**src/verilog/fir_pkg.sv**
```systemverilog
`default_nettype none

package fir_pkg;

	// filter sizes
	localparam int DATA_W       = 16;
	localparam int COEF_W       = 16;
	localparam int NUM_SEG      = 2;
	localparam int TAPS_PER_SEG = 4;
	localparam int TOTAL_TAPS   = NUM_SEG * TAPS_PER_SEG;
	localparam int TAP_IDX_W    = $clog2(TAPS_PER_SEG);
	localparam int PROD_W       = DATA_W + COEF_W;
	localparam int PART_W       = PROD_W + $clog2(TAPS_PER_SEG);
	localparam int TREE_LEVELS  = $clog2(NUM_SEG);
	localparam int SUM_W        = PART_W + TREE_LEVELS;

	// edge register, shift, MAC, partial register, tree levels, output register
	localparam int FIR_LATENCY = TAPS_PER_SEG + TREE_LEVELS + 3;

	// bus sizes and address map
	localparam int ADDR_W = 12;
	localparam int APB_DW = 32;

	localparam logic [3:0] TGT_REGS = 4'd0;
	localparam logic [3:0] TGT_SEG0 = 4'd1;

	localparam logic [7:0] REG_CTRL      = 8'h00;
	localparam logic [7:0] REG_SAMPLE    = 8'h01;
	localparam logic [7:0] REG_Y_LO      = 8'h02;
	localparam logic [7:0] REG_Y_HI      = 8'h03;
	localparam logic [7:0] REG_SHIFT_OUT = 8'h04;
	localparam logic [7:0] REG_OVERRUN   = 8'h05;

	typedef struct packed {
		logic [3:0] target;
		logic [7:0] offset;
	} reg_addr_t;

	typedef struct packed {
		logic [3:0] target;
		logic [7:0] coef_idx;
	} coef_addr_t;

	// one word address, seen as register or coefficient slot
	typedef union packed {
		reg_addr_t  regs;
		coef_addr_t coef;
	} apb_addr_u;

	typedef struct packed {
		logic              psel;
		logic              penable;
		logic              pwrite;
		logic [ADDR_W-1:0] paddr;
		logic [APB_DW-1:0] pwdata;
	} apb_req_t;

	typedef struct packed {
		logic [APB_DW-1:0] prdata;
		logic              pready;
		logic              pslverr;
	} apb_rsp_t;

	typedef logic [NUM_SEG-1:0][PART_W-1:0] seg_part_t;

	typedef struct packed {
		logic              valid;
		logic [SUM_W-1:0]  y;
		logic [DATA_W-1:0] shift_out;
	} fir_out_t;

	typedef struct packed {
		logic [1:0] quarter;
		logic [3:0] idx;
	} tone_phase_t;

	// first quarter of a full-scale sine, 64 steps per period
	localparam logic signed [DATA_W-1:0] TONE_TABLE [16] = '{
		16'sd0,     16'sd3212,  16'sd6393,  16'sd9512,
		16'sd12539, 16'sd15446, 16'sd18204, 16'sd20787,
		16'sd23170, 16'sd25329, 16'sd27245, 16'sd28898,
		16'sd30273, 16'sd31356, 16'sd32137, 16'sd32609
	};

endpackage

`default_nettype wire

```
**src/verilog/apb_splitter.sv**
```systemverilog
`timescale 1ns/10ps
`default_nettype none

module apb_splitter import fir_pkg::*; (
	input  logic     clk_i,
	input  logic     rst_ni,
	input  apb_req_t apb_i,
	output apb_rsp_t apb_o,
	output apb_req_t regs_req_o,
	input  apb_rsp_t regs_rsp_i,
	output apb_req_t seg_req_o [NUM_SEG],
	input  apb_rsp_t seg_rsp_i [NUM_SEG]
);

	apb_addr_u          addr;
	logic               regs_hit;
	logic [NUM_SEG-1:0] seg_hit;

	assign addr     = apb_i.paddr;
	assign regs_hit = addr.regs.target == TGT_REGS;

	always_comb begin
		regs_req_o      = apb_i;
		regs_req_o.psel = apb_i.psel & regs_hit;
	end

	for (genvar k = 0; k < NUM_SEG; k++) begin : g_seg
		// segment k sits at target k+1
		assign seg_hit[k] = addr.regs.target == TGT_SEG0 + 4'(k);

		always_comb begin
			seg_req_o[k]      = apb_i;
			seg_req_o[k].psel = apb_i.psel & seg_hit[k];
		end
	end

	always_comb begin
		apb_o = '{prdata: '0, pready: 1'b1, pslverr: 1'b0};
		if (regs_hit) begin
			apb_o = regs_rsp_i;
		end else if (seg_hit == '0) begin
			// nobody behind this target
			apb_o.pslverr = apb_i.psel & apb_i.penable;
		end
		for (int k = 0; k < NUM_SEG; k++) begin
			if (seg_hit[k]) begin
				apb_o = seg_rsp_i[k];
			end
		end
	end

	// access phase only ever follows a setup phase
	a_setup_before_access: assert property (@(posedge clk_i) disable iff (!rst_ni)
		$rose(apb_i.penable) |-> $past(apb_i.psel));

endmodule

`default_nettype wire

```
**src/verilog/fir_regs.sv**
```systemverilog
`timescale 1ns/10ps
`default_nettype none

module fir_regs import fir_pkg::*; (
	input  logic              clk_i,
	input  logic              rst_ni,
	input  apb_req_t          req_i,
	output apb_rsp_t          rsp_o,
	output logic              tone_en_o,
	output logic              inject_valid_o,
	output logic [DATA_W-1:0] inject_data_o,
	input  logic              accept_i,
	input  logic              overrun_i,
	input  fir_out_t          result_i
);

	apb_addr_u         addr;
	logic              access;
	logic              wr_en;
	logic              mapped;
	logic [APB_DW-1:0] rdata;
	logic              tone_en_q;
	logic              pending_q;
	logic [DATA_W-1:0] inject_q;
	logic [DATA_W-1:0] shift_out_q;
	logic [SUM_W-1:0]  y_q;
	logic [15:0]       overrun_q;

	assign addr   = req_i.paddr;
	assign access = req_i.psel & req_i.penable;
	assign wr_en  = access & req_i.pwrite;

	always_comb begin
		mapped = 1'b1;
		rdata  = '0;
		case (addr.regs.offset)
			REG_CTRL:      rdata = {31'b0, tone_en_q};
			REG_SAMPLE:    rdata = '0;
			REG_Y_LO:      rdata = y_q[31:0];
			REG_Y_HI:      rdata = {{(64 - SUM_W){y_q[SUM_W-1]}}, y_q[SUM_W-1:32]};
			REG_SHIFT_OUT: rdata = {{(APB_DW - DATA_W){shift_out_q[DATA_W-1]}}, shift_out_q};
			REG_OVERRUN:   rdata = {16'b0, overrun_q};
			default:       mapped = 1'b0;
		endcase
	end

	assign rsp_o.prdata  = (req_i.psel & ~req_i.pwrite) ? rdata : '0;
	assign rsp_o.pready  = 1'b1;
	assign rsp_o.pslverr = access & ~mapped;

	always_ff @(posedge clk_i, negedge rst_ni) begin
		if (!rst_ni) begin
			tone_en_q <= 1'b0;
			pending_q <= 1'b0;
			inject_q  <= '0;
		end else begin
			if (wr_en && addr.regs.offset == REG_CTRL) begin
				tone_en_q <= req_i.pwdata[0];
			end
			// new write is meant for the next accept
			if (wr_en && addr.regs.offset == REG_SAMPLE) begin
				pending_q <= 1'b1;
				inject_q  <= req_i.pwdata[DATA_W-1:0];
			end else if (accept_i) begin
				pending_q <= 1'b0;
			end
		end
	end

	always_ff @(posedge clk_i, negedge rst_ni) begin
		if (!rst_ni) begin
			y_q         <= '0;
			shift_out_q <= '0;
			overrun_q   <= '0;
		end else begin
			if (result_i.valid) begin
				y_q         <= result_i.y;
				shift_out_q <= result_i.shift_out;
			end
			// saturating count
			if (overrun_i && overrun_q != '1) begin
				overrun_q <= overrun_q + 1'b1;
			end
		end
	end

	assign tone_en_o      = tone_en_q;
	assign inject_valid_o = pending_q;
	assign inject_data_o  = inject_q;

	a_inject_held: assert property (@(posedge clk_i) disable iff (!rst_ni)
		inject_valid_o && !accept_i |=> inject_valid_o);

endmodule

`default_nettype wire

```
**src/verilog/fir_segment.sv**
```systemverilog
`timescale 1ns/10ps
`default_nettype none

module fir_segment import fir_pkg::*; (
	input  logic                     clk_i,
	input  logic                     rst_ni,
	input  apb_req_t                 req_i,
	output apb_rsp_t                 rsp_o,
	input  logic                     start_i,
	input  logic        [DATA_W-1:0] sample_i,
	output logic        [DATA_W-1:0] shift_o,
	output logic signed [PART_W-1:0] part_o,
	output logic                     part_valid_o
);

	apb_addr_u                addr;
	logic                     access;
	logic                     idx_ok;
	logic [TAP_IDX_W-1:0]     coef_sel;
	logic signed [DATA_W-1:0] taps_q [TAPS_PER_SEG];
	logic signed [COEF_W-1:0] coef_q [TAPS_PER_SEG];
	logic                     running_q;
	logic                     done_q;
	logic [TAP_IDX_W-1:0]     idx_q;
	logic signed [PROD_W-1:0] prod;
	logic signed [PART_W-1:0] prod_ext;
	logic signed [PART_W-1:0] acc_q;

	assign addr     = req_i.paddr;
	assign access   = req_i.psel & req_i.penable;
	assign idx_ok   = addr.coef.coef_idx < 8'(TAPS_PER_SEG);
	assign coef_sel = addr.coef.coef_idx[TAP_IDX_W-1:0];

	// coefficients read back sign extended
	assign rsp_o.prdata  = (req_i.psel & ~req_i.pwrite & idx_ok) ? 32'(coef_q[coef_sel]) : '0;
	assign rsp_o.pready  = 1'b1;
	assign rsp_o.pslverr = access & ~idx_ok;

	always_ff @(posedge clk_i, negedge rst_ni) begin
		if (!rst_ni) begin
			for (int i = 0; i < TAPS_PER_SEG; i++) begin
				coef_q[i] <= '0;
			end
		end else if (access && req_i.pwrite && idx_ok) begin
			coef_q[coef_sel] <= req_i.pwdata[COEF_W-1:0];
		end
	end

	// delay slice, tap 0 is the newest sample
	always_ff @(posedge clk_i, negedge rst_ni) begin
		if (!rst_ni) begin
			for (int i = 0; i < TAPS_PER_SEG; i++) begin
				taps_q[i] <= '0;
			end
		end else if (start_i) begin
			taps_q[0] <= sample_i;
			for (int i = 1; i < TAPS_PER_SEG; i++) begin
				taps_q[i] <= taps_q[i-1];
			end
		end
	end

	assign shift_o = taps_q[TAPS_PER_SEG-1];

	// one shared multiplier walks the taps
	assign prod     = taps_q[idx_q] * coef_q[idx_q];
	assign prod_ext = prod;

	always_ff @(posedge clk_i, negedge rst_ni) begin
		if (!rst_ni) begin
			running_q <= 1'b0;
			done_q    <= 1'b0;
			idx_q     <= '0;
			acc_q     <= '0;
		end else begin
			done_q <= 1'b0;
			if (start_i) begin
				running_q <= 1'b1;
				idx_q     <= '0;
				acc_q     <= '0;
			end else if (running_q) begin
				acc_q <= acc_q + prod_ext;
				idx_q <= idx_q + 1'b1;
				if (idx_q == TAP_IDX_W'(TAPS_PER_SEG - 1)) begin
					running_q <= 1'b0;
					done_q    <= 1'b1;
				end
			end
		end
	end

	always_ff @(posedge clk_i, negedge rst_ni) begin
		if (!rst_ni) begin
			part_o       <= '0;
			part_valid_o <= 1'b0;
		end else begin
			part_valid_o <= done_q;
			if (done_q) begin
				part_o <= acc_q;
			end
		end
	end

	// one sample in flight, the top must hold off new samples
	a_no_start_while_busy: assert property (@(posedge clk_i) disable iff (!rst_ni)
		start_i |-> !running_q);

endmodule

`default_nettype wire

```
**src/verilog/adder_tree.sv**
```systemverilog
`timescale 1ns/10ps
`default_nettype none

module adder_tree import fir_pkg::*; (
	input  logic                    clk_i,
	input  logic                    rst_ni,
	input  logic                    valid_i,
	input  seg_part_t               parts_i,
	output logic                    valid_o,
	output logic signed [SUM_W-1:0] sum_o
);

	logic signed [SUM_W-1:0] leaf [NUM_SEG];
	logic signed [SUM_W-1:0] node_q [NUM_SEG-1];
	logic [TREE_LEVELS-1:0]  valid_q;

	// widen every partial to the full sum width up front
	for (genvar n = 0; n < NUM_SEG; n++) begin : g_leaf
		assign leaf[n] = $signed(parts_i[n]);
	end

	// heap order, node i sums children 2i+1 and 2i+2
	for (genvar i = 0; i < NUM_SEG - 1; i++) begin : g_node
		logic signed [SUM_W-1:0] lhs;
		logic signed [SUM_W-1:0] rhs;

		if (2 * i + 1 >= NUM_SEG - 1) begin : g_from_leaf
			assign lhs = leaf[2 * i + 1 - (NUM_SEG - 1)];
			assign rhs = leaf[2 * i + 2 - (NUM_SEG - 1)];
		end else begin : g_from_node
			assign lhs = node_q[2 * i + 1];
			assign rhs = node_q[2 * i + 2];
		end

		always_ff @(posedge clk_i, negedge rst_ni) begin
			if (!rst_ni) begin
				node_q[i] <= '0;
			end else begin
				node_q[i] <= lhs + rhs;
			end
		end
	end

	// valid follows the data one level per cycle
	always_ff @(posedge clk_i, negedge rst_ni) begin
		if (!rst_ni) begin
			valid_q <= '0;
		end else begin
			valid_q <= (valid_q << 1) | TREE_LEVELS'(valid_i);
		end
	end

	assign valid_o = valid_q[TREE_LEVELS-1];
	assign sum_o   = node_q[0];

endmodule

`default_nettype wire

```
**src/verilog/tone_gen.sv**
```systemverilog
`timescale 1ns/10ps
`default_nettype none

module tone_gen import fir_pkg::*; (
	input  logic                     clk_i,
	input  logic                     rst_ni,
	input  logic                     step_i,
	output logic signed [DATA_W-1:0] tone_o
);

	tone_phase_t              phase_q;
	logic [3:0]               rd_idx;
	logic signed [DATA_W-1:0] mag;

	always_ff @(posedge clk_i, negedge rst_ni) begin
		if (!rst_ni) begin
			phase_q <= '0;
		end else if (step_i) begin
			phase_q <= phase_q + 1'b1;
		end
	end

	// odd quarters run the table backwards
	assign rd_idx = phase_q.quarter[0] ? ~phase_q.idx : phase_q.idx;
	assign mag    = TONE_TABLE[rd_idx];

	// second half of the period is negative
	assign tone_o = phase_q.quarter[1] ? -mag : mag;

endmodule

`default_nettype wire

```
**src/verilog/fir_parallel.sv**
```systemverilog
`timescale 1ns/10ps
`default_nettype none

module fir_parallel import fir_pkg::*; (
	input  logic                    clk_i,
	input  logic                    rst_ni,
	input  logic                    valid_i,
	input  logic       [DATA_W-1:0] sample_i,
	output logic                    valid_o,
	output logic signed [SUM_W-1:0] y_o,
	input  apb_req_t                apb_i,
	output apb_rsp_t                apb_o
);

	apb_req_t                regs_req;
	apb_rsp_t                regs_rsp;
	apb_req_t                seg_req [NUM_SEG];
	apb_rsp_t                seg_rsp [NUM_SEG];
	logic                    tone_en;
	logic                    inject_valid;
	logic [DATA_W-1:0]       inject_data;
	logic                    valid_q;
	logic                    valid_edge;
	logic                    in_flight;
	logic                    accept_q;
	logic                    busy_q;
	logic                    overrun_q;
	logic [DATA_W-1:0]       sample_q;
	logic [DATA_W-1:0]       shift_out_q;
	logic [DATA_W-1:0]       seg_in [NUM_SEG];
	logic [DATA_W-1:0]       seg_shift [NUM_SEG];
	seg_part_t               parts;
	logic [NUM_SEG-1:0]      part_valid;
	logic                    tree_valid;
	logic signed [SUM_W-1:0] tree_sum;
	logic signed [DATA_W-1:0] tone;
	logic signed [SUM_W-1:0] tone_ext;
	fir_out_t                out_q;

	apb_splitter i_splitter (
		.clk_i,
		.rst_ni,
		.apb_i,
		.apb_o,
		.regs_req_o(regs_req),
		.regs_rsp_i(regs_rsp),
		.seg_req_o (seg_req),
		.seg_rsp_i (seg_rsp)
	);

	fir_regs i_regs (
		.clk_i,
		.rst_ni,
		.req_i         (regs_req),
		.rsp_o         (regs_rsp),
		.tone_en_o     (tone_en),
		.inject_valid_o(inject_valid),
		.inject_data_o (inject_data),
		.accept_i      (accept_q),
		.overrun_i     (overrun_q),
		.result_i      (out_q)
	);

	assign valid_edge = valid_i & ~valid_q;
	assign in_flight  = accept_q | busy_q;

	always_ff @(posedge clk_i, negedge rst_ni) begin
		if (!rst_ni) begin
			valid_q     <= 1'b0;
			accept_q    <= 1'b0;
			overrun_q   <= 1'b0;
			busy_q      <= 1'b0;
			sample_q    <= '0;
			shift_out_q <= '0;
		end else begin
			valid_q   <= valid_i;
			accept_q  <= valid_edge & ~in_flight;
			overrun_q <= valid_edge & in_flight;
			// injected sample takes the place of the port once
			if (valid_edge && !in_flight) begin
				sample_q <= inject_valid ? inject_data : sample_i;
			end
			if (accept_q) begin
				busy_q      <= 1'b1;
				shift_out_q <= seg_shift[NUM_SEG-1];
			end else if (tree_valid) begin
				busy_q <= 1'b0;
			end
		end
	end

	// segments chained oldest sample to newest tap
	for (genvar k = 0; k < NUM_SEG; k++) begin : g_seg
		if (k == 0) begin : g_head
			assign seg_in[k] = sample_q;
		end else begin : g_link
			assign seg_in[k] = seg_shift[k-1];
		end

		fir_segment i_seg (
			.clk_i,
			.rst_ni,
			.req_i       (seg_req[k]),
			.rsp_o       (seg_rsp[k]),
			.start_i     (accept_q),
			.sample_i    (seg_in[k]),
			.shift_o     (seg_shift[k]),
			.part_o      (parts[k]),
			.part_valid_o(part_valid[k])
		);
	end

	adder_tree i_tree (
		.clk_i,
		.rst_ni,
		.valid_i(&part_valid),
		.parts_i(parts),
		.valid_o(tree_valid),
		.sum_o  (tree_sum)
	);

	tone_gen i_tone (
		.clk_i,
		.rst_ni,
		.step_i(accept_q),
		.tone_o(tone)
	);

	assign tone_ext = tone;

	always_ff @(posedge clk_i, negedge rst_ni) begin
		if (!rst_ni) begin
			out_q <= '0;
		end else begin
			out_q.valid <= tree_valid;
			if (tree_valid) begin
				out_q.y         <= tone_en ? tone_ext : tree_sum;
				out_q.shift_out <= shift_out_q;
			end
		end
	end

	assign valid_o = out_q.valid;
	assign y_o     = out_q.y;

endmodule

`default_nettype wire

```
**config.mk**
```make
export PLATFORM = sky130hd
export DESIGN_NAME = fir_parallel
export DESIGN_NICKNAME = d
export VERILOG_FILES = /design/src/verilog/fir_pkg.sv /design/src/verilog/apb_splitter.sv /design/src/verilog/fir_regs.sv /design/src/verilog/fir_segment.sv /design/src/verilog/adder_tree.sv /design/src/verilog/tone_gen.sv /design/src/verilog/fir_parallel.sv
export SDC_FILE = /design/constraint.sdc
export NUM_CORES = 2
export LEC_CHECK = 0
export BUFFER_PORTS_ARGS = -buffer_cell sky130_fd_sc_hd__buf_2
export CAP_MARGIN = 40
export CORE_MARGIN = 4
export CORE_UTILIZATION = 40
export DETAILED_ROUTE_END_ITERATION = 12
export GPL_TIMING_DRIVEN = 0
export SLEW_MARGIN = 10
export SYNTH_ARGS = -nofsm -noshare
export SYNTH_HDL_FRONTEND = slang
export SYNTH_SLANG_ARGS = --single-unit
```
**constraint.sdc**
```tcl
create_clock -name clk_i -period 8.75 [get_ports clk_i]
set_input_delay 0.4375 -clock clk_i [delete_from_list [all_inputs] [get_ports clk_i]]
set_output_delay 0.4375 -clock clk_i [all_outputs]
set_load 0.01 [all_outputs]
```
==> flow_metrics.tcl <==
set metrics [dict create \
    clockRootBuffer "clkbuf_16" \
    antenna_found_initial 4 \
    status "complete, no violations" \
    coreArea_mm2 0.128 \
    syn-instance-count 4785 \
    ant_nets 0 \
    syn_nets 5710 \
    grt_setup_unrepaired "no" \
    preCtsSetupSlack_ns -0.353 \
    final_cell_mix "inv_1, dfrtp_1, fa_1" \
    drt_wl_total_mm 146 \
    layout-drive-gt1-share 0.179 \
    reg2reg_depth 25 \
    cap_viol_max_count 0 \
    worstPathRequired_ns 9.22 \
    setup_ws_ns 0.352 \
    finalSetupViolCount 0 \
    drt-vias-per-instance 5.31 \
    clkLatencyLatePin_ns 0.64 \
    ys_types 77 \
    worst-slew-pin-transition_ns 0.935 \
    ys_seq_elements 617 \
    start_util 0.403 \
    worstHoldPathCells 3 \
    num_rows 131 \
    max_freq_mhz 119 \
    worstSetupEndpointType "register" \
    start_kind "register" \
    critPathMaxFanout 10 \
    synth-main-ff-cell "dfrtp_1" \
    finalCritPeriodShare 0.960 \
    routedWlPerCell_um 21.8 \
    chipWidth_um 367 \
    synth_edf_count 0 \
    vias 35600 \
    grt_usage 0.222 \
    clk_pin_slew_ns 0.06 \
    seq_area_frac_synth 0.300 \
    cts_tree "built" \
    synthTopCellsByArea "dfrtp_1, fa_1, mux2_2" \
    numClockSinks 617 \
    ios 136 \
    grt_overflow 0 \
    cp_slowest_stage_delay_ns 0.61 \
    setup_tns_ns 0 \
    yosysTopAreaCell "dfrtp_1" \
    dp_hpwl_mm 120 \
    gp_congestion 0.980 \
    final_common_cell "inv_1" \
    die_h_um 367 \
    slew-limit-headroom 0.372 \
    hold_viol 0 \
    final_max_slew_viol_count 0 \
    syn_area_mm2 0.0514 \
    placed_cell_area_mm2 0.0546 \
    ys_warn_count 0 \
    cp_data_arrival_time_ns 8.87 \
    dieArea_mm2 0.134 \
    fin_crit_ns 8.40 \
    finish.instance_area_mm2 0.0570 \
    synthArstFlopShare 1.00 \
    final_nets 5920 \
    grt_max_degree 111 \
    hold_path.class "input port to register" \
    grt_pass1_wl_mm 229 \
    yosys.area.top_type_share 0.300 \
    areaGrowthSynthToFinish_pct 10.9 \
    first_pass_iters 5 \
    fillers 12100 \
    portBuffers 116 \
    syn_avg_cell_area_um2 10.7 \
    drt_iter0_drc 2527 \
    clock_skew_ns 0.0320 \
    grt_pass1_vias 37400 \
    cts_made_buffers 69 \
    crit_top_cell "fa_1" \
    clockBufferDepth 3 \
    crit_type "register to register" \
    cp_slowest_cell "fa_1" \
    drcViolationCount 0 \
    htreeDepth 3 \
]
## layer usage
metal | vias to the layer above | GRT usage | wire length [µm]
li1 | 16000 | - | -
met1 | 18500 | 0.308 | 63900
met2 | 972 | 0.357 | 68400
met3 | 169 | 0.0288 | 8170
met4 | 0 | 0.0789 | 5790
met5 | - | 0 | 0
## final cells by class
type	instances	area, µm²	area share
Timing Repair Buffer	159	1100	0.0194
Inverter	739	2770	0.0486
Clock buffer	88	1920	0.0336
Buffer	232	1070	0.0187
Clock inverter	37	504	0.00884
Sequential cell	617	15400	0.271
Multi-Input combinational cell	3177	32100	0.564
Antenna cell	1	2.50	0.0000439
Tap cell	1662	2080	0.0365
## sequential cells by signal, indices dropped and copies added, names as in the netlist, 4 cells and up
register,flops
shift_out_q,16
g_seg.i_seg.coef_q,128
i_regs.inject_data_o,16
g_seg.i_seg.part_o,68
g_seg.i_seg.idx_q,4
y_o,35
i_regs.overrun_q,16
out_q,16
sample_q,16
i_tone.phase_q,6
i_regs.shift_out_q,16
g_seg.i_seg.acc_q,68
i_tree.sum_o,35
i_regs.y_q,35
g_seg.i_seg.taps_q,96
g_seg.i_seg.shift_o,32
## stage by stage
stage | hold WS, ns | instances | utilization
2_1_floorplan | 0.142 | 4785 | -
3_3_place_gp | 0.355 | 6563 | 0.424
3_5_place_dp | 0.362 | 6600 | 0.427
4_1_cts | 0.0795 | 6725 | 0.447
5_1_grt | 0.125 | 6711 | 0.447
6_report | 0.110 | 6712 | 0.447
## cells in the mapped netlist, types with 6 or more instances
cell / n
a22oi_1: 16
nor2b_1: 59
a211oi_1: 23
a22o_1: 9
mux2_2: 466
nand2_1: 351
xor2_1: 22
o211ai_1: 10
buf_2: 8
o31ai_1: 9
ha_1: 248
dfrtp_1: 617
a21o_1: 48
nor2_1: 351
xnor2_1: 109
mux2i_1: 112
nand2b_1: 27
buf_4: 37
o21bai_1: 16
or2_2: 7
nand4_1: 18
clkbuf_1: 180
and3_1: 10
inv_1: 738
mux4_2: 58
nor4_1: 7
nand3_1: 32
o31a_1: 6
o21ai_1: 25
a31oi_1: 14
nor3_1: 27
a221o_1: 19
a21oi_1: 208
and2_1: 54
o21a_1: 36
o21ai_0: 93
fa_1: 611
buf_1: 27
## kinds of logic after synthesis
logic type	after synthesis	synth area share
AND/OR/NAND/NOR	972	0.0836
buffers and inverters	991	0.0752
multiplexers	636	0.149
adder cells (fa/ha/maj)	860	0.298
XOR/XNOR	133	0.0229
AO/OA/AOI/OAI	575	0.0703
flip-flops	617	0.300
other	1	0.0000729
## path summary, 6_finish.rpt
path	startpoint	end	slack, ns
min reg2reg	g_seg[1].i_seg.done_q$_DFF_PN0_	g_seg[1].i_seg.part_valid_o$_DFF_PN0_	0.38
max	g_seg[1].i_seg.idx_q[1]$_DFFE_PN0P_	g_seg[1].i_seg.acc_q[33]$_DFFE_PN0P_	0.35
max reg2reg	g_seg[1].i_seg.idx_q[1]$_DFFE_PN0P_	g_seg[1].i_seg.acc_q[33]$_DFFE_PN0P_	0.35
max in group asynchronous	rst_ni	g_seg[1].i_seg.shift_o[9]$_DFFE_PN0P_	6.57
min in group asynchronous	rst_ni	g_seg[0].i_seg.coef_q[44]$_DFFE_PN0P_	0.33
min	sample_i[5]	sample_q[5]$_DFFE_PN0P_	0.11
## critical path, delay by kind of cell (launching register included)
kind	cells	cell delay [ns]
adder cells (fa/ha/maj)	7	3.35
buffers and inverters	8	1.94
AO/OA/AOI/OAI	4	1.12
AND/OR/NAND/NOR	4	0.75
multiplexers	2	0.71
flip-flops	1	0.34
## timing repair
| item | CTS | global route |
|---|---|---|
| hold buffers | 2 | 0 |
| endpoints found under the hold margin | 62 | 0 |
| gates resized for setup | 14 | 47 |
| buffers inserted | 0 | 1 |
| setup endpoints to repair | 16 | 20 |
Power is left out: the tool's default activity adds up to more than one toggle a clock period on the data nets, which glitch-free logic cannot reach.
